### config.mk
export PLATFORM = sky130hd
export DESIGN_NAME = registerFile
export DESIGN_NICKNAME = d
export VERILOG_FILES = /design/src/hdl/execPkg.sv /design/src/hdl/registerFile.sv
export SDC_FILE = /design/constraint.sdc
export NUM_CORES = 1
export LEC_CHECK = 0
export ABC_AREA = 1
export BUFFER_PORTS_ARGS = -buffer_cell sky130_fd_sc_hd__buf_2
export CORE_MARGIN = 8
export CORE_UTILIZATION = 41
export DETAILED_ROUTE_END_ITERATION = 12
export HOLD_SLACK_MARGIN = 0.08
export PLACE_DENSITY = 0.63
export SLEW_MARGIN = 20
export SYNTH_ARGS = -nofsm -noshare
export SYNTH_HDL_FRONTEND = slang
export SYNTH_SLANG_ARGS = --single-unit
### constraint.sdc
create_clock -name clk -period 1.9 [get_ports clk]
set_input_delay 0 -clock clk [delete_from_list [all_inputs] [get_ports clk]]
set_output_delay 0 -clock clk [all_outputs]
set_load 0.02 [all_outputs]
### src/hdl/execPkg.sv
`default_nettype none

package execPkg;

    // Datapath sizes
    localparam int DataWidth    = 32;
    localparam int RegCount     = 16;
    localparam int RegAddrWidth = 4;
    localparam int FlagWidth    = 7;

    // Flag word layout
    localparam int FlagOverflow  = 6;
    localparam int FlagAbove     = 5;
    localparam int FlagEqual     = 4;
    localparam int FlagBelow     = 3;
    localparam int FlagBetween   = 2; // Reserved, never set
    localparam int FlagCollision = 1; // Reserved, never set
    localparam int FlagError     = 0;

    // Code 0 is left unnamed and decodes as invalid
    typedef enum logic [3:0] {
        OpAdd = 4'd1,
        OpSub = 4'd2,
        OpMul = 4'd3,
        OpDiv = 4'd4,
        OpMov = 4'd5,
        OpSlw = 4'd6,  // Second operand move
        OpAnd = 4'd7,
        OpOr  = 4'd8,
        OpShl = 4'd9,
        OpShr = 4'd10, // Arithmetic
        OpCmp = 4'd11,
        OpNot = 4'd12,
        OpJmp = 4'd13,
        OpBfj = 4'd14, // Branch on flags
        OpNop = 4'd15
    } aluOp;

    // BFJ second operand: bits 6..0 mask, bits 13..7 wanted flag values

    typedef struct packed {
        aluOp                    op;
        logic [RegAddrWidth-1:0] rd;
        logic [RegAddrWidth-1:0] rs1;
        logic [RegAddrWidth-1:0] rs2;
        logic                    useImm; // Immediate replaces second operand
        logic [DataWidth-1:0]    imm;
    } instrT;

    typedef struct packed {
        logic [DataWidth-1:0]    result;
        logic                    zero;
        logic [FlagWidth-1:0]    flags;
        logic [RegAddrWidth-1:0] rd;
    } resultT;

    // Contents of the execute stage register
    typedef struct packed {
        aluOp                    op;
        logic [RegAddrWidth-1:0] rd;
        logic [DataWidth-1:0]    data1;
        logic [DataWidth-1:0]    data2;
        logic                    writeReg;
        logic                    writeFlags;
    } issueT;

endpackage

`default_nettype wire

### src/hdl/registerFile.sv
`timescale 1ns/1ps
`default_nettype none

module registerFile (
    input  wire logic                              clk,
    input  wire logic                              rst,
    input  wire logic [execPkg::RegAddrWidth-1:0]  readAddrA,
    input  wire logic [execPkg::RegAddrWidth-1:0]  readAddrB,
    input  wire logic                              writeEn,
    input  wire logic [execPkg::RegAddrWidth-1:0]  writeAddr,
    input  wire logic [execPkg::DataWidth-1:0]     writeData,
    output logic [execPkg::DataWidth-1:0]          readDataA,
    output logic [execPkg::DataWidth-1:0]          readDataB
);

    logic [execPkg::DataWidth-1:0] regs [execPkg::RegCount];

    // One write port, committed at the end of the execute cycle
    always_ff @(posedge clk) begin
        if (rst) begin
            for (int i = 0; i < execPkg::RegCount; i++) begin
                regs[i] <= '0;
            end
        end else if (writeEn) begin
            regs[writeAddr] <= writeData;
        end
    end

    // Reads see stored contents only
    // A write on the same edge is covered by forwarding in the control
    assign readDataA = regs[readAddrA];
    assign readDataB = regs[readAddrB];

endmodule

`default_nettype wire

==> results_dict.tcl <==
set metrics [dict create \
    syn2layout_area_growth_pct 13.6 \
    place_ws_ns 0.206 \
    min_period_ns 1.81 \
    rsz0062_at_grt "no" \
    ir_worst_vdd_v 0.000708 \
    crit_end "readDataB[12]" \
    grt_pass1_vias 25600 \
    hpwl_um 58900 \
    post-route-period-util_pct 95.4 \
    cts_tree "built" \
    ys_ff_latch 512 \
    cts_resized 0 \
    num-nets-final 3969 \
    slew_headroom_pct 54.7 \
    syn_avg_cell_area_um2 7.63 \
    p_sw_uw 8110 \
    dp_cells 4775 \
    die_y_um 285 \
    status "complete, no violations" \
    p_total_uw 29600 \
    worst_hold_path_type "primary input to flip-flop" \
    numClockSinks 512 \
    firstDrtPassIters 6 \
    drive_above_1_share_pct 8.96 \
    worstSetupPathType "flip-flop to primary output" \
    drt_iter0_markers 3335 \
    min_from "writeEn" \
    grt_max_degree 99 \
    vias 26600 \
    io_pins 111 \
    syn_nets 3945 \
    regMostFlops "regs" \
    drv_cap 0 \
    n_antenna_cell 0 \
    hold_violations 0 \
    setup.worst_path.end_class "primary output" \
    final.setup.tns_ns 0 \
    clockBufferDepth 3 \
    final_cells 4921 \
    port_buffers 110 \
    cts_buffers 58 \
    start_util_pct 41.5 \
    syn_inst 3898 \
    grt-ovfl-total 0 \
    p_per_area_nw_per_um2 876 \
    antenna_left 0 \
    tightest_slew_ns 0.679 \
    synth.distinct_cells 12 \
    root_buffer "clkbuf_16" \
    final_cell_mix "nand2_1 (1090), nand3_1 (896), inv_1 (549)" \
    largest_reg_flops 512 \
    routedWlPerCell_um 20.5 \
    pwr-share-clk_pct 40.6 \
    fmax_mhz 551 \
    synth-seq-area-share_pct 51.7 \
    drc 0 \
    rows 98 \
    vias_per_cell 5.40 \
    critPathLaunchType "flip-flop" \
    routed_wl_um 101000 \
    cts_max_level 2 \
    cts.clk_slew.worst_paths_ns 0.06 \
    core-area_um2 71600 \
    syn_area_um2 29700 \
    yosysWarnings 0 \
    track_usage_pct 24.0 \
    combPwrFrac_pct 14.7 \
    critPathMaxFanout 2 \
    layout_commonest_cell "nand2_1" \
    p_int_uw 21500 \
    slew_viol_final 0 \
    cp.arrival_ns 1.81 \
    num-fill-cells 6976 \
    die-width_um 285 \
    p_seq_share_pct 44.7 \
    dieArea_um2 81400 \
    antenna_found_initial 0 \
    setup_violations 0 \
    crit_required_ns 1.90 \
    gp_congestion 0.843 \
    fin_ws_ns 0.0865 \
    startpoint "regs[7][12]$_SDFFCE_PN0P_" \
    leakagePower_uw 0.0157 \
    p_sw_share_pct 27.4 \
    largest_registers "regs (512)" \
    grt_pass1_wl_um 153000 \
]
==> power groups by stage <==
stage / Clock (µW) / Sequential [µW] / Combinational [µW]
2_1_floorplan: 0 / 13400 / 2720
3_3_place_gp: 0 / 13400 / 4220
3_5_place_dp: 0 / 13500 / 4260
4_1_cts: 12100 / 13200 / 4340
5_1_grt: 12500 / 13300 / 4760
6_report: 12000 / 13200 / 4360
==> worst max-delay path, stage by stage (launching register included) <==
cell and delay, ns:
edfxtp_1 0.39, inv_1 0.09, nand2_1 0.06, nand3_1 0.10, nand3_1 0.07, nand3_1 0.10
nand2_1 0.17, buf_2 0.22
==> repair_timing <==
action                                 4_1_cts  5_1_grt
setup buffers                                0        0
setup endpoints to repair                    0        0
endpoints found under the hold margin      513        0
hold buffers                                37        0
==> per-layer routing <==
metal / global-route usage, % / share of wire [%] / up-vias
met5: 0 / 0 / -
met4: 9.96 / 4.3 / 0
met3: 4.53 / 11 / 275
met2: 38.2 / 45 / 1508
met1: 32.0 / 40 / 12400
li1: - / - / 12400
==> cell families (layout without fill, tap and decap cells) <==
group / Yosys count / count (layout) / synth area share, %
simple gates: 2537 / 2537 / 35.9
buf+inv: 849 / 922 / 12.4
flops: 512 / 512 / 51.7
==> cells in the mapped netlist, drive strengths merged <==
master	instances	area, µm²
edfxtp	512	15400
inv	558	2090
nor2	515	1930
nand2	1122	4210
nor3	4	40.0
nand3	896	4480
clkbuf	79	297
buf	212	1310
==> worst min path at each step <==
| stage | cells after the start | end | slack [ns] |
|---|---|---|---|
| after CTS | 5 | regs[7][12]$_SDFFCE_PN0P_ | 0.20 |
| final | 5 | regs[7][12]$_SDFFCE_PN0P_ | 0.25 |
| after global routing | 5 | regs[7][12]$_SDFFCE_PN0P_ | 0.27 |
| after global placement | 3 | regs[4][14]$_SDFFCE_PN0P_ | 0.57 |
| after floorplan | 2 | regs[0][10]$_SDFFCE_PN0P_ | 0.28 |
| after detailed placement | 3 | regs[14][14]$_SDFFCE_PN0P_ | 0.58 |
==> through the flow <==
stage          hold WS (ns)  util [%]  cell area [µm²]
3_3_place_gp          0.567      43.9            31400
5_1_grt               0.268      47.2            33800
4_1_cts               0.203      47.2            33800
3_5_place_dp          0.577      43.9            31400
6_report              0.247      47.2            33800
2_1_floorplan         0.276         -            29700
==> area by class of cell <==
| type | count | area (µm²) | area share [%] |
|---|---|---|---|
| Multi-Input combinational cell | 2537 | 10700 | 31.8 |
| Tap cell | 950 | 1190 | 3.52 |
| Inverter | 558 | 2120 | 6.26 |
| Sequential cell | 512 | 15400 | 45.5 |
| Clock buffer | 65 | 1500 | 4.43 |
| Clock inverter | 44 | 504 | 1.49 |
| Timing Repair Buffer | 255 | 2370 | 7.00 |
(Power assumes the default switching activity.)
