--- src/hdl/execPkg.sv ---
`default_nettype none

package execPkg;

    // Datapath sizes
    localparam int DataWidth    = 32;
    localparam int RegCount     = 16;
    localparam int RegAddrWidth = 4;
    localparam int FlagWidth    = 7;

    // Flag word layout
    localparam int FlagOverflow  = 6;
    localparam int FlagAbove     = 5;
    localparam int FlagEqual     = 4;
    localparam int FlagBelow     = 3;
    localparam int FlagBetween   = 2; // Reserved, never set
    localparam int FlagCollision = 1; // Reserved, never set
    localparam int FlagError     = 0;

    // Code 0 is left unnamed and decodes as invalid
    typedef enum logic [3:0] {
        OpAdd = 4'd1,
        OpSub = 4'd2,
        OpMul = 4'd3,
        OpDiv = 4'd4,
        OpMov = 4'd5,
        OpSlw = 4'd6,  // Second operand move
        OpAnd = 4'd7,
        OpOr  = 4'd8,
        OpShl = 4'd9,
        OpShr = 4'd10, // Arithmetic
        OpCmp = 4'd11,
        OpNot = 4'd12,
        OpJmp = 4'd13,
        OpBfj = 4'd14, // Branch on flags
        OpNop = 4'd15
    } aluOp;

    // BFJ second operand: bits 6..0 mask, bits 13..7 wanted flag values

    typedef struct packed {
        aluOp                    op;
        logic [RegAddrWidth-1:0] rd;
        logic [RegAddrWidth-1:0] rs1;
        logic [RegAddrWidth-1:0] rs2;
        logic                    useImm; // Immediate replaces second operand
        logic [DataWidth-1:0]    imm;
    } instrT;

    typedef struct packed {
        logic [DataWidth-1:0]    result;
        logic                    zero;
        logic [FlagWidth-1:0]    flags;
        logic [RegAddrWidth-1:0] rd;
    } resultT;

    // Contents of the execute stage register
    typedef struct packed {
        aluOp                    op;
        logic [RegAddrWidth-1:0] rd;
        logic [DataWidth-1:0]    data1;
        logic [DataWidth-1:0]    data2;
        logic                    writeReg;
        logic                    writeFlags;
    } issueT;

endpackage

`default_nettype wire

--- src/hdl/executeControl.sv ---
`timescale 1ns/1ps
`default_nettype none

module executeControl (
    input  wire logic                              clk,
    input  wire logic                              rst,
    input  wire logic                              inValid,
    input  wire execPkg::instrT                    instr,
    input  wire logic [execPkg::DataWidth-1:0]     readDataA,
    input  wire logic [execPkg::DataWidth-1:0]     readDataB,
    input  wire logic [execPkg::DataWidth-1:0]     aluResult,
    input  wire logic                              aluZero,
    input  wire logic [execPkg::FlagWidth-1:0]     aluFlags,
    output logic [execPkg::RegAddrWidth-1:0]       readAddrA,
    output logic [execPkg::RegAddrWidth-1:0]       readAddrB,
    output execPkg::issueT                         issue,
    output logic                                   writeEn,
    output logic [execPkg::RegAddrWidth-1:0]       writeAddr,
    output logic [execPkg::DataWidth-1:0]          writeData,
    output logic                                   flagWriteEn,
    output logic [execPkg::FlagWidth-1:0]          flagsIn,
    output logic                                   outValid,
    output execPkg::resultT                        out
);

    logic                          issueValid;
    logic                          decWriteReg;
    logic                          decWriteFlags;
    logic                          fwdA;
    logic                          fwdB;
    logic [execPkg::DataWidth-1:0] operandA;
    logic [execPkg::DataWidth-1:0] operandB;

    // Write classes of the incoming opcode
    always_comb begin
        decWriteReg   = 1'b0;
        decWriteFlags = 1'b0;
        case (instr.op)
            execPkg::OpAdd, execPkg::OpSub, execPkg::OpMul, execPkg::OpDiv: begin
                decWriteReg   = 1'b1;
                decWriteFlags = 1'b1;
            end
            execPkg::OpMov, execPkg::OpSlw, execPkg::OpAnd, execPkg::OpOr,
            execPkg::OpShl, execPkg::OpShr, execPkg::OpNot: decWriteReg = 1'b1;
            execPkg::OpCmp: decWriteFlags = 1'b1;
            execPkg::OpJmp, execPkg::OpBfj, execPkg::OpNop: begin
            end
            default: decWriteFlags = 1'b1; // Invalid op still records its error
        endcase
    end

    assign readAddrA = instr.rs1;
    assign readAddrB = instr.rs2;

    // Instruction in the stage writes back on this same edge
    assign fwdA = issueValid && issue.writeReg && (issue.rd == instr.rs1);
    assign fwdB = issueValid && issue.writeReg && (issue.rd == instr.rs2);

    assign operandA = fwdA ? aluResult : readDataA;
    assign operandB = instr.useImm ? instr.imm : (fwdB ? aluResult : readDataB);

    always_ff @(posedge clk) begin
        if (rst) begin
            issueValid <= 1'b0;
            outValid   <= 1'b0;
        end else begin
            issueValid <= inValid;
            outValid   <= issueValid;
        end
    end

    // Stage and output payload
    always_ff @(posedge clk) begin
        if (inValid) begin
            issue.op         <= instr.op;
            issue.rd         <= instr.rd;
            issue.data1      <= operandA;
            issue.data2      <= operandB;
            issue.writeReg   <= decWriteReg;
            issue.writeFlags <= decWriteFlags;
        end
        if (issueValid)
            out <= '{result: aluResult, zero: aluZero, flags: aluFlags, rd: issue.rd};
    end

    // Commit at the end of the ALU cycle
    assign writeEn     = issueValid && issue.writeReg;
    assign writeAddr   = issue.rd;
    assign writeData   = aluResult;
    assign flagWriteEn = issueValid && issue.writeFlags;
    assign flagsIn     = aluFlags;

endmodule

`default_nettype wire

--- config.mk ---
export PLATFORM = sky130hd
export DESIGN_NAME = executeControl
export DESIGN_NICKNAME = d
export VERILOG_FILES = /design/src/hdl/execPkg.sv /design/src/hdl/executeControl.sv
export SDC_FILE = /design/constraint.sdc
export NUM_CORES = 1
export LEC_CHECK = 0
export ABC_AREA = 1
export BUFFER_PORTS_ARGS = -buffer_cell sky130_fd_sc_hd__buf_2
export CAP_MARGIN = 20
export CORE_MARGIN = 4
export CORE_UTILIZATION = 30
export DETAILED_ROUTE_END_ITERATION = 10
export PLACE_DENSITY = 0.63
export SLEW_MARGIN = 5
export SYNTH_ARGS = -nofsm -noshare
export SYNTH_HDL_FRONTEND = slang
export SYNTH_SLANG_ARGS = --single-unit
--- constraint.sdc ---
create_clock -name clk -period 3 [get_ports clk]
set_clock_uncertainty 0.2 [all_clocks]
set_input_delay 0.15 -clock clk [delete_from_list [all_inputs] [get_ports clk]]
set_output_delay 0.15 -clock clk [all_outputs]
set_load 0.03 [all_outputs]
==> run_results.csv <==
group,metric,value,unit
timing,tns,0,ns
drt,first_iter_violations,256,
timing,fmax,370,MHz
floorplanning,die_h,144,um
final_layout,seq_area,0.00358,mm2
floorplanning,rows,49,
drt,firstDrtPassIters,4,
grt,grt_pass1_vias,5483,
logic_synthesis,synth_top_area_cell,"edfxtp_1",
place,portBuffers,327,
clock_network,post_cts_buffers,0,
timing,min_period_over_period,90.1,%
logic_synthesis,yosysTopAreaCellShare,63.9,%
final_layout,syn_to_final_growth,64.0,%
logic_synthesis,synth_cell_type_count,20,
logic_synthesis,synth_ff_type,"edfxtp_1",
logic_synthesis,synthesis.area,0.00554,mm2
drt,finalWirelength,18.8,mm
floorplanning,design.core.area,0.0181,mm2
power,p_leak,4.48,nW
logic_synthesis,ys_async_sr_fraction,0,%
final_layout,nets,1113,
place,gp_congestion,0.803,
timing,finalHoldViolations,0,
grt,gr-total-overflow,0,
logic_synthesis,syn_avg_cell_area,10.4,um2
grt,grt_max_degree,76,
final_layout,drive_gt1_share,39.0,%
power,powerDensity,548,mW/mm2
final_layout,fillers,1644,
critical_path,crit_arrival,2.77,ns
logic_synthesis,synth_area_leaders,"edfxtp_1, nand2_1, buf_4, nand3_1, inv_1",
floorplanning,initial_core_util,30.6,%
hold_path,hold_class,"in -> reg",
place,post-dp-hpwl,12.7,mm
drt,routedWlPerCell,15.7,um
timing,drv_slew,0,
grt,track_usage,17.6,%
timing,rsz0062_at_grt,"false",
final_layout,n_antenna_cell,0,
clock_network,clkSinkCount,120,
timing,post-route-min-period,2.70,ns
critical_path,crit_required,3.07,ns
clock_network,clk_latency,0.40,ns
clock_network,cts.clk_slew.worst_paths,0.06,ns
final_layout,multiInputGateArea,0.00114,mm2
logic_synthesis,synth_most_common_cell,"nand2_1",
clock_network,clockBufferDepth,2,
critical_path,critPathLaunchType,"flop",
hold_path,hold_end,"issueValid$_SDFF_PP0_",
floorplanning,pin_count,328,
timing,worstMarginPinSlew,1.06,ns
critical_path,r2r_slack,0.30,ns
logic_synthesis,synth_compound_area_share,3.43,%
hold_path,min_path_cells,3,
floorplanning,die_width,144,um
run,drv_cap,0,
critical_path,r2r-end,"issue[12]$_DFFE_PP_",
logic_synthesis,synth_nets,687,
drt,routed_via_density,4.38,
drt,final_antenna_net_count,0,
logic_synthesis,synth_top_family_by_area,"simple AND/OR/NAND/NOR gates",
critical_path,worstReg2RegStart,"writeAddr[1]$_DFFE_PP_",
place,place_area,0.00701,mm2
timing,timing.slew.headroom,29.7,%
floorplanning,dieArea,0.0207,mm2
hold_path,hold_path_startpoint,"inValid",
grt,grt_pass1_wl,27.9,mm
clock_network,cts_resized,0,
logic_synthesis,muxShareOfSynthArea,0,%
timing,setup_violations,0,
drt,vias,5255,
clock_network,htree_levels,4,
logic_synthesis,synth-seq-cells,120,
final_layout,design_area,0.00909,mm2
logic_synthesis,synth_xor_area_share,0.158,%
critical_path,cp-end-kind,"flop",
status,status,"finished clean",
grt,antenna_found_initial,0,
drt,drc,0,
critical_path,critPathMaxFanout,32,
critical_path,ff2ff_path_depth,9,
clock_network,root_buffer,"clkbuf_16",
logic_synthesis,yosys.area_share.simple,17.1,%
logic_synthesis,yosysSeqAreaShare,64.7,%
logic_synthesis,synth_common_cells,"nand2_1, edfxtp_1, inv_1",
logic_synthesis,synthCells,531,
critical_path,worstSetupPathType,"reg -> reg",
logic_synthesis,synth_edf_count,118,
logic_synthesis,ys_warn_count,0,
clock_network,cts_tree,"done",
power,peakVddDrop,0.347,mV
logic_synthesis,yosys.area_share.adder,0,%
clock_network,numCtsBuffers,17,
==> report_power, final <==
group | internal, mW | total, mW | switching [mW]
registers | 1.96 | 1.99 | 0.0275
clock network | 1.31 | 2.09 | 0.778
logic | 0.359 | 0.913 | 0.554
total | 3.63 | 4.99 | 1.36
==> registers in the layout (all words and copies together), names as in the netlist <==
signal and count:
writeAddr 4, issueValid 1, outValid 1, issue 70, out 44
==> layer usage <==
metal  global-route usage, %  wire length (um)
met1                    19.3              7040
met2                    31.9              9610
met3                    5.66              1810
met4                    6.05               382
met5                       0                 0
==> timing repair <==
action | CTS | global route
hold endpoints to repair | 116 | 0
endpoints found under the setup margin | 0 | 0
hold buffers | 145 | 0
==> through the flow <==
step           std cells  utilization, %  setup slack [ns]  power (mW)  hold slack, ns
2_1_floorplan        531               -             0.272        2.50          0.0212
3_3_place_gp        1021            38.8             0.860        2.76           0.128
3_5_place_dp        1021            38.8             0.790        2.76           0.128
4_1_cts             1198            50.1             0.240        5.04           0.214
5_1_grt             1199            50.3             0.100        5.19           0.251
6_report            1199            50.3             0.298        4.99           0.238
==> placed cells by master, fill, tap and decap left out, types with 2 or more instances in the layout <==
| cell | instances |
|---|---|
| clkinvlp_4 | 4 |
| o21ai_1 | 34 |
| buf_4 | 7 |
| buf_2 | 326 |
| dlygate4sd3_1 | 145 |
| o21ai_0 | 3 |
| nand2_1 | 140 |
| inv_2 | 4 |
| bufinv_16 | 3 |
| nor2_4 | 2 |
| inv_1 | 74 |
| clkbuf_16 | 17 |
| nand2_2 | 2 |
| nand3_1 | 65 |
| inv_6 | 3 |
| nor2_1 | 9 |
| clkinv_2 | 4 |
| edfxtp_1 | 118 |
==> worst max-delay path, stage by stage (launching register included) <==
cell and delay [ns]:
edfxtp_1 0.39, inv_2 0.06, nand2_1 0.10, nand3_2 0.10, nor2_4 0.44, nand2_4 0.40, nand2_1 0.15, nand3_1 0.08
nand2_1 0.08, dlygate4sd3_1 0.55
==> area by class of cell <==
| cell class | count | share of cell area (%) |
|---|---|---|
| Clock buffer | 17 | 4.68 |
| Clock inverter | 15 | 1.93 |
| Multi-Input combinational cell | 260 | 12.6 |
| Sequential cell | 120 | 39.4 |
| Timing Repair Buffer | 480 | 35.0 |
| Inverter | 78 | 3.22 |
| Tap cell | 229 | 3.15 |
==> how the worst max path moves through the flow <==
stage | from | end | slack, ns | depth (start not counted)
finish | writeAddr[1]$_DFFE_PP_ | issue[12]$_DFFE_PP_ | 0.30 | 9
global route | writeAddr[2]$_DFFE_PP_ | issue[16]$_DFFE_PP_ | 0.10 | 8
CTS | writeAddr[1]$_DFFE_PP_ | issue[25]$_DFFE_PP_ | 0.24 | 9
detailed placement | writeAddr[2]$_DFFE_PP_ | issue[3]$_DFFE_PP_ | 0.79 | 7
global placement | writeAddr[1]$_DFFE_PP_ | issue[20]$_DFFE_PP_ | 0.86 | 8
floorplan | issueValid$_SDFF_PP0_ | issue[10]$_DFFE_PP_ | 0.27 | 8
==> cell families after synthesis <==
family,count (synthesis)
buffers and inverters,151
and+or+nand+nor,221
xor gates and xnor gates,1
AOI/OAI and AO/OA,38
DFF,120
Note: power is estimated with default switching activity, not from simulation.
