===== config.mk =====
export PLATFORM = sky130hd
export DESIGN_NAME = flagRegister
export DESIGN_NICKNAME = d
export VERILOG_FILES = /design/src/hdl/execPkg.sv /design/src/hdl/flagRegister.sv
export SDC_FILE = /design/constraint.sdc
export NUM_CORES = 1
export LEC_CHECK = 0
export BUFFER_PORTS_ARGS = -buffer_cell sky130_fd_sc_hd__buf_2
export CORE_AREA = 2 2 39 41
export CTS_CLUSTER_SIZE = 14
export DETAILED_ROUTE_END_ITERATION = 16
export DIE_AREA = 0 0 41 43
export HOLD_SLACK_MARGIN = 0.08
export PLACE_DENSITY_LB_ADDON = 0.05
export SLEW_MARGIN = 10
export SYNTH_ARGS = -nofsm -noshare
export SYNTH_HDL_FRONTEND = slang
export SYNTH_SLANG_ARGS = --single-unit

===== constraint.sdc =====
create_clock -name clk -period 0.8 [get_ports clk]
set_input_delay 0.04 -clock clk [delete_from_list [all_inputs] [get_ports clk]]
set_output_delay 0.04 -clock clk [all_outputs]
set_load 0.05 [all_outputs]

===== src/hdl/execPkg.sv =====
`default_nettype none

package execPkg;

    // Datapath sizes
    localparam int DataWidth    = 32;
    localparam int RegCount     = 16;
    localparam int RegAddrWidth = 4;
    localparam int FlagWidth    = 7;

    // Flag word layout
    localparam int FlagOverflow  = 6;
    localparam int FlagAbove     = 5;
    localparam int FlagEqual     = 4;
    localparam int FlagBelow     = 3;
    localparam int FlagBetween   = 2; // Reserved, never set
    localparam int FlagCollision = 1; // Reserved, never set
    localparam int FlagError     = 0;

    // Code 0 is left unnamed and decodes as invalid
    typedef enum logic [3:0] {
        OpAdd = 4'd1,
        OpSub = 4'd2,
        OpMul = 4'd3,
        OpDiv = 4'd4,
        OpMov = 4'd5,
        OpSlw = 4'd6,  // Second operand move
        OpAnd = 4'd7,
        OpOr  = 4'd8,
        OpShl = 4'd9,
        OpShr = 4'd10, // Arithmetic
        OpCmp = 4'd11,
        OpNot = 4'd12,
        OpJmp = 4'd13,
        OpBfj = 4'd14, // Branch on flags
        OpNop = 4'd15
    } aluOp;

    // BFJ second operand: bits 6..0 mask, bits 13..7 wanted flag values

    typedef struct packed {
        aluOp                    op;
        logic [RegAddrWidth-1:0] rd;
        logic [RegAddrWidth-1:0] rs1;
        logic [RegAddrWidth-1:0] rs2;
        logic                    useImm; // Immediate replaces second operand
        logic [DataWidth-1:0]    imm;
    } instrT;

    typedef struct packed {
        logic [DataWidth-1:0]    result;
        logic                    zero;
        logic [FlagWidth-1:0]    flags;
        logic [RegAddrWidth-1:0] rd;
    } resultT;

    // Contents of the execute stage register
    typedef struct packed {
        aluOp                    op;
        logic [RegAddrWidth-1:0] rd;
        logic [DataWidth-1:0]    data1;
        logic [DataWidth-1:0]    data2;
        logic                    writeReg;
        logic                    writeFlags;
    } issueT;

endpackage

`default_nettype wire


===== src/hdl/flagRegister.sv =====
`timescale 1ns/1ps
`default_nettype none

module flagRegister (
    input  wire logic                           clk,
    input  wire logic                           rst,
    input  wire logic                           flagWriteEn,
    input  wire logic [execPkg::FlagWidth-1:0]  flagsIn,
    output logic [execPkg::FlagWidth-1:0]       storedFlags
);

    // Between and collision are never stored
    always_ff @(posedge clk) begin
        if (rst) begin
            storedFlags <= '0;
        end else if (flagWriteEn) begin
            storedFlags <= flagsIn; // Whole word replaced
            storedFlags[execPkg::FlagBetween]   <= 1'b0;
            storedFlags[execPkg::FlagCollision] <= 1'b0;
        end
    end

    // An unknown enable would silently corrupt the branch state
    assert property (@(posedge clk) disable iff (rst) !$isunknown(flagWriteEn))
        else $error("flagRegister: flagWriteEn unknown");

endmodule

`default_nettype wire


==> metrics, run 1 <==
Synth area leaders=dfxtp_1 50%, mux2i_1 25%, nor2_1 9.4%, buf_4 7.5%, buf_6 5.7%; worst path cell trace=buf_6; Crit path depth=1; Final HPWL DP=326 µm; arrival time worst endpoint=720 ps; H-tree depth=1; clock latency on the worst-skew pair=240 ps; Vert. Die Dim=43 µm; most flop-heavy register=storedFlags; DRT iter0 DRCs=1; RR Endpoint=storedFlags[3]$_SDFFE_PP0P_; initial antenna violation count=0; mux share of post-synthesis cell area=25.2%; Final WS setup=42.0 ps; CTS clk-pin slew, worst paths=40 ps; DRT antenna net count=0; gr usage total=7.12%; clock skew=0 ps; TritonCTS clock tree=built; die extent in x=41 µm; Finish-stage setup viols=0; setup TNS=0 ps; routed wire length=471 µm; Worst setup endpoint=storedFlags[3]; Placer Congestion=0.560; Reg2Reg Launch Point=storedFlags[3]$_SDFFE_PP0P_; Port Buffers=12; Leak Pwr=0.000186 µW; Mapped Area=199 µm²; Unique masters post-synth=6; CP startpoint=storedFlags[3]$_SDFFE_PP0P_; Yosys warning total=0; post-synth top area share=50.3%; largest registers=storedFlags: 5 flops; post-DR wirelength/cell=8.56 µm; Crit. End Element=primary output; RSZ-0062 raised after global routing=false; Place WS=176 ps; Die ar.=0.00176 mm²; Pwr Density=1950 mW/mm²; family with the most delay on the worst path=flip-flops; xor and xnor area share after synthesis=0%; post-route clock period utilization=94.8%; Final Util=27.5%; sequential share of power=37.5%; adder-cell share of the synthesized area=0%; # DRC=0; Max VDD drop=0.548 mV; CP bufs+invs=1; global-route wire length before repair=745 µm; internal power=530 µW; status=completed; area grow syn2layout=91.2%; Setup CP Type=reg -> out; Synth Register Bits=5; final net count=50; Max Cap Viol=0; count of final max-slew check failures=0; Synth Area in Compound Gates=0%; Hold Fails Final Rpt=0; core footprint=0.00138 mm²; Worst Path Required=760 ps; CP max stage delay=330 ps; Final Total Pwr=742 µW; power share of the combinational group=23.6%; layout cell share with drive strength beyond 1=51.3%; aggregate global routing overflow=0; Antenna Cells=0; initial core utilization=14.4%; Post-CTS Setup Inserts=0; post-synth top area cell=dfxtp_1; placed cells=45; Max Root-Sink Buffers=2; Slowest-stage cell, CP=dfxtp_2; CTS Buf Count=3; Largest register FFs=5; Startpoint Class=register; CTS root buf=clkbuf_4; post-route minimum period=758 ps; number of global-route vias before repair=194; Worst R2R Path Depth=2; Placement Rows=14; Cells after Synth=19; register area share after synthesis=50.3%; post-synthesis simple-gate area fraction=9.43%; total I/O pin count=17; largest net degree at the start of global routing=6; Hold Crit Class=in -> reg; Layout Cells excl Fill=55; CTS sink count=5; routed vias=191; largest family of logic cells by synthesized area=multiplexers; FF-to-FF setup slack=190 ps; clock network fraction of design power=38.9%; drt via density=3.47; Psw=212 µW; 1st-pass router iterations=2; Sw Ratio=28.6%; Achievable Freq=1.32 GHz; Syn Area/Cell=10.5 µm²; maximum net fanout on the critical path=2
==> how the worst min path moves through the flow <==
| stage | startpoint | endpoint | cells after the start |
|---|---|---|---|
| final | flagWriteEn | storedFlags[6]$_SDFFE_PP0P_ | 3 |
| after global routing | flagWriteEn | storedFlags[4]$_SDFFE_PP0P_ | 3 |
| after CTS | flagWriteEn | storedFlags[6]$_SDFFE_PP0P_ | 3 |
| after detailed placement | rst | storedFlags[5]$_SDFFE_PP0P_ | 2 |
| after global placement | rst | storedFlags[0]$_SDFFE_PP0P_ | 2 |
| after floorplan | rst | storedFlags[0]$_SDFFE_PP0P_ | 1 |
==> layout by cell type, fill, tap and decap left out, drive strengths merged <==
| cell type | instances |
|---|---|
| buf | 12 |
| dfxtp | 5 |
| clkbuf | 4 |
| mux2i | 5 |
| nor2 | 5 |
| dlygate4sd3 | 6 |
| conb | 2 |
==> cell usage after synthesis <==
| library cell | instances |
|---|---|
| nor2_1 | 5 |
| mux2i_1 | 5 |
| buf_6 | 1 |
| dfxtp_1 | 5 |
| conb_1 | 1 |
| buf_4 | 2 |
==> layer usage <==
metal	vias to the layer above	part of all wire [%]	wire length, µm	track usage (%)
met5	-	0	0	0
met4	0	0	0	4.00
met3	0	8.1	38	6.28
met2	7	54	254	10.6
met1	86	38	178	6.09
li1	98	-	-	-
==> what timing repair did <==
action,in CTS,in global routing
hold buffers,6,0
hold endpoints to repair,5,0
pin swaps,0,0
resized for setup,6,4
endpoints found under the setup margin,5,4
cloned,0,0
==> logic make-up (layout without fill, tap and decap cells) <==
logic type,Yosys count,after routing
other,1,2
muxes,5,5
DFF,5,5
and+or+nand+nor,5,5
buffers and inverters,3,22
==> power by group through the flow <==
stage | registers, µW | logic, µW | clock network, µW
after global routing | 279 | 185 | 335
after global placement | 278 | 135 | 0
after CTS | 276 | 169 | 309
after detailed placement | 279 | 136 | 0
final | 278 | 175 | 289
after floorplan | 332 | 58.4 | 0
==> cell type report <==
type	count	area (µm²)
fillers	161	1000
flip-flops and latches	5	106
clock buffers	4	26.3
well taps	16	20.0
multi-input cells	12	76.3
repair buffers	18	151
==> worst min-delay path, stage by stage <==
cell,delay [ps]
buf_2,170
mux2i_1,90
nor2_1,70
==> per-stage QoR <==
stage               instance area [µm²]  hold slack [ps]
floorplan                           209              105
global placement                    263              276
detailed placement                  263              277
CTS                                 365              174
global route                        380              193
finish                              380              171
(Power assumes the default switching activity.)
==> inputs of run 2 (changes only) <==
REMOVE_ABC_BUFFERS = 1   (was unset)
==> run 2 against run 1 <==
Setup slack worse by 13 ps. Hold slack worse by 7.5 ps. Sequential share of layout area down 1.1 points. Routed wire length down 3.8%. Power up 2.6%. Clock power up 3%. Final cell count unchanged. Global-route usage down 0.49 points. Highest routed layer unchanged.
==> metrics, run 2 (synthesis results as in run 1) <==
status=completed; Layout Cells excl Fill=55; clock skew=0 ps; global-route wire length before repair=683 µm; Crit. End Element=primary output; Max Cap Viol=0; CP max stage delay=340 ps; Max VDD drop=0.669 mV; post-DR wirelength/cell=8.24 µm; Startpoint Class=register; CP bufs+invs=1; Slowest-stage cell, CP=dfxtp_2; maximum net fanout on the critical path=2; arrival time worst endpoint=730 ps; Hold Crit Class=in -> reg; CTS root buf=clkbuf_4; Placer Congestion=0.486; CTS Buf Count=3; multi-input logic area=76.3 µm²; Max Root-Sink Buffers=2; hold endpoint=storedFlags[3]$_SDFFE_PP0P_; drt via density=3.35; Final WS setup=28.9 ps; Leak Pwr=0.000194 µW; Die ar.=0.00176 mm²; Worst R2R Path Depth=2; count of final max-slew check failures=0; initial antenna violation count=0; TritonCTS clock tree=built; # DRC=0; CTS clk-pin slew, worst paths=50 ps; worst path cell trace=buf_8; Reg2Reg Launch Point=storedFlags[0]$_SDFFE_PP0P_; most frequent cells in the layout=7 x buf_2, 6 x dlygate4sd3_1, 5 x mux2i_1, 5 x nor2_1, 5 x dfxtp_2; layout cell share with drive strength beyond 1=53.8%; sequential cell area=106 µm²; RSZ-0062 raised after global routing=true; Largest register FFs=5; Hold Fails Final Rpt=0; Pwr Density=1920 mW/mm²; Min-Delay Path Depth=3; post-route clock period utilization=96.4%; die extent in x=41 µm; Port Buffers=12; Hold Slack=164 ps; Antenna Cells=0; family with the most delay on the worst path=flip-flops; CTS sink count=5; fill count=156; routed wire length=453 µm; Finish-stage setup viols=0; DRT iter0 DRCs=3; routed vias=184; most flop-heavy register=storedFlags; Worst Path Required=760 ps; DRT antenna net count=0; post-route minimum period=771 ps; H-tree depth=1; Final Total Pwr=761 µW; RR Endpoint=storedFlags[0]$_SDFFE_PP0P_; final net count=50; number of global-route vias before repair=176; placed cells=45; initial core utilization=14.4%; area grow syn2layout=99.4%; commonest non-fill, non-tap cell in the layout=buf_2; Place WS=190 ps; Vert. Die Dim=43 µm; hold_sp=flagWriteEn; aggregate global routing overflow=0; 1st-pass router iterations=2; clock latency on the worst-skew pair=250 ps; gr usage total=6.63%; largest net degree at the start of global routing=6; total I/O pin count=17; Placement Rows=14; FF-to-FF setup slack=180 ps; largest registers=storedFlags: 5 flops; core footprint=0.00138 mm²; Achievable Freq=1.30 GHz; Setup CP Type=reg -> out
==> run 2: worst max-delay path by stage <==
stage                                      startpoint                          end  cells after the start
final                     storedFlags[0]$_SDFFE_PP0P_               storedFlags[0]                      1
after detailed placement  storedFlags[5]$_SDFFE_PP0P_               storedFlags[5]                      1
after floorplan           storedFlags[0]$_SDFFE_PP0P_  storedFlags[0]$_SDFFE_PP0P_                      2
after global routing      storedFlags[3]$_SDFFE_PP0P_               storedFlags[3]                      1
after global placement    storedFlags[0]$_SDFFE_PP0P_               storedFlags[0]                      1
after CTS                 storedFlags[6]$_SDFFE_PP0P_               storedFlags[6]                      1
==> run 2: per-stage QoR <==
stage / instance area, µm² / util, % / TNS (ps)
CTS: 379 / 27.4 / 0
detailed placement: 256 / 18.5 / 0
global route: 397 / 28.7 / -16.1
floorplan: 176 / - / -410
finish: 397 / 28.7 / 0
global placement: 256 / 18.5 / 0
==> run 2: per-layer routing <==
metal  wire [µm]  global-route usage [%]
met2         201                    7.81
met1         210                    7.42
met4           0                    4.00
met3          42                    6.28
met5           0                       0
==> run 2: power breakdown <==
group	total (µW)	internal [µW]	leakage [µW]	switching (µW)
clock network	298	182	0.0000177	117
logic	184	81.8	0.000133	102
registers	279	268	0.0000430	11.6
total	761	531	0.000194	230
==> run 2: repair_timing <==
| item | CTS | global route |
|---|---|---|
| endpoints found under the hold margin | 5 | 0 |
| cloned | 0 | 0 |
| pin swaps | 0 | 0 |
| buffers inserted | 0 | 0 |
| resized for setup | 13 | 6 |
| hold buffers | 6 | 0 |
| setup endpoints to repair | 5 | 5 |
==> run 2: layout make-up <==
| class | instances | share of cell area, % |
|---|---|---|
| Multi-Input combinational cell | 12 | 19.2 |
| Clock buffer | 3 | 5.68 |
| Tap cell | 16 | 5.05 |
| Sequential cell | 5 | 26.8 |
| Timing Repair Buffer | 18 | 42.0 |
| Clock inverter | 1 | 1.26 |
==> inputs of run 3 (changes only) <==
==> constraint.sdc (replaced) <==
create_clock -name clk -period 0.8 [get_ports clk]
set_input_delay 0.12 -clock clk [delete_from_list [all_inputs] [get_ports clk]]
set_output_delay 0.12 -clock clk [all_outputs]
set_load 0.05 [all_outputs]
==> run 3 against run 2 <==
The flow now finishes with violations (setup timing). Final cell count down 11%. Non-clock buffer count down 6. First-iteration DRC count up 33%. Highest routed layer unchanged.
==> metrics, run 3 (synthesis results as in run 1) <==
TritonCTS clock tree=built; setup TNS=-219 ps; Startpoint Class=register; CTS root buf=clkbuf_4; Max Root-Sink Buffers=2; status=complete, but fails checks; worst path cell trace=buf_8; Setup CP Type=reg -> out; Die ar.=0.00176 mm²; final net count=44; Final Util=24.6%; post-route minimum period=851 ps; Hold Slack=101 ps; RSZ-0062 raised after global routing=true; Hold Crit Class=in -> reg; hold endpoint=storedFlags[3]$_SDFFE_PP0P_; layout cell share with drive strength beyond 1=63.6%; Achievable Freq=1.17 GHz; Pwr Density=2180 mW/mm²; clock skew=0 ps; core footprint=0.00138 mm²; arrival time worst endpoint=730 ps; Hold Fails Final Rpt=0; Worst Path Required=680 ps; aggregate global routing overflow=0; Post-CTS Setup Inserts=0; drt via density=3.31; FF-to-FF setup slack=180 ps; count of final max-slew check failures=0; maximum net fanout on the critical path=2; initial antenna violation count=0; CP max stage delay=340 ps; largest registers=storedFlags: 5 flops; CTS clk-pin slew, worst paths=50 ps; Vert. Die Dim=43 µm; post-DR wirelength/cell=8.49 µm; routed vias=162; routed wire length=416 µm; Worst R2R Path Depth=2; DRT antenna net count=0; most flop-heavy register=storedFlags; area grow syn2layout=71.1%; Finish-stage setup viols=5; Placer Congestion=0.486; Port Buffers=12; die extent in x=41 µm; Crit. End Element=primary output; most frequent cells in the layout=7 x buf_2, 5 x mux2i_1, 5 x nor2_1, 5 x buf_8, 5 x dfxtp_2; Min-Delay Path Depth=2; # DRC=0; commonest non-fill, non-tap cell in the layout=buf_2; Final Total Pwr=740 µW; initial core utilization=14.4%; clock latency on the worst-skew pair=250 ps; CTS Buf Count=3; fill count=160; CP bufs+invs=1; H-tree depth=1; RR Endpoint=storedFlags[0]$_SDFFE_PP0P_; Reg2Reg Launch Point=storedFlags[0]$_SDFFE_PP0P_; Max VDD drop=0.675 mV; Placement Rows=14; Final WS setup=-51.1 ps; Slowest-stage cell, CP=dfxtp_2; Largest register FFs=5; Max Cap Viol=0; DRT iter0 DRCs=4; largest net degree at the start of global routing=6; CTS sink count=5; global-route wire length before repair=586 µm; Leak Pwr=0.000170 µW; hold_sp=rst; 1st-pass router iterations=2; total I/O pin count=17; family with the most delay on the worst path=flip-flops; gr usage total=5.93%; post-route clock period utilization=106%; Antenna Cells=0; violated checks=setup timing; number of global-route vias before repair=143; Place WS=110 ps
## run 3: how the worst max path moves through the flow
stage | startpoint | end | slack, ps | cells after the start
finish | storedFlags[0]$_SDFFE_PP0P_ | storedFlags[0] | -50 | 1
global placement | storedFlags[0]$_SDFFE_PP0P_ | storedFlags[0] | 120 | 1
global route | storedFlags[3]$_SDFFE_PP0P_ | storedFlags[3] | -90 | 1
CTS | storedFlags[5]$_SDFFE_PP0P_ | storedFlags[5] | -60 | 1
detailed placement | storedFlags[5]$_SDFFE_PP0P_ | storedFlags[5] | 110 | 1
floorplan | storedFlags[0]$_SDFFE_PP0P_ | storedFlags[0]$_SDFFE_PP0P_ | -80 | 2
## run 3: repair_timing
item / in CTS / in global routing
resized for setup: 17 / 3
setup endpoints to repair: 5 / 5
hold buffers: 0 / 0
## run 3: per-stage QoR
stage	instances	area [µm²]
global placement	45	256
floorplan	17	176
detailed placement	45	256
global route	49	340
finish	49	340
CTS	49	329
## run 3: worst register-to-register path, delay by kind of cell, from the launching register on
kind / cells / cell delay [ps]
flip-flops: 1 / 330
multiplexers: 1 / 130
AND/OR/NAND/NOR: 1 / 60
## run 3: cell type report
type	instances	area (µm²)	area share, %
Multi-Input combinational cell	12	76.3	22.4
Clock buffer	3	22.5	6.62
Sequential cell	5	106	31.3
Tap cell	16	20.0	5.88
Timing Repair Buffer	12	110	32.4
Clock inverter	1	5.00	1.47
## run 3: routing by layer
layer	vias to the layer above	global-route usage, %	part of all wire, %
li1	83	-	-
met1	69	7.10	47
met2	10	5.94	41
met3	0	6.28	12
met4	0	4.00	0
met5	-	0	0
## run 3: power breakdown
part	internal [µW]	leakage, µW	total [µW]	switching [µW]
logic	65.0	0.000109	164	99.0
registers	268	0.0000430	280	12.1
clock network	182	0.0000177	296	115
total	514	0.000170	740	226
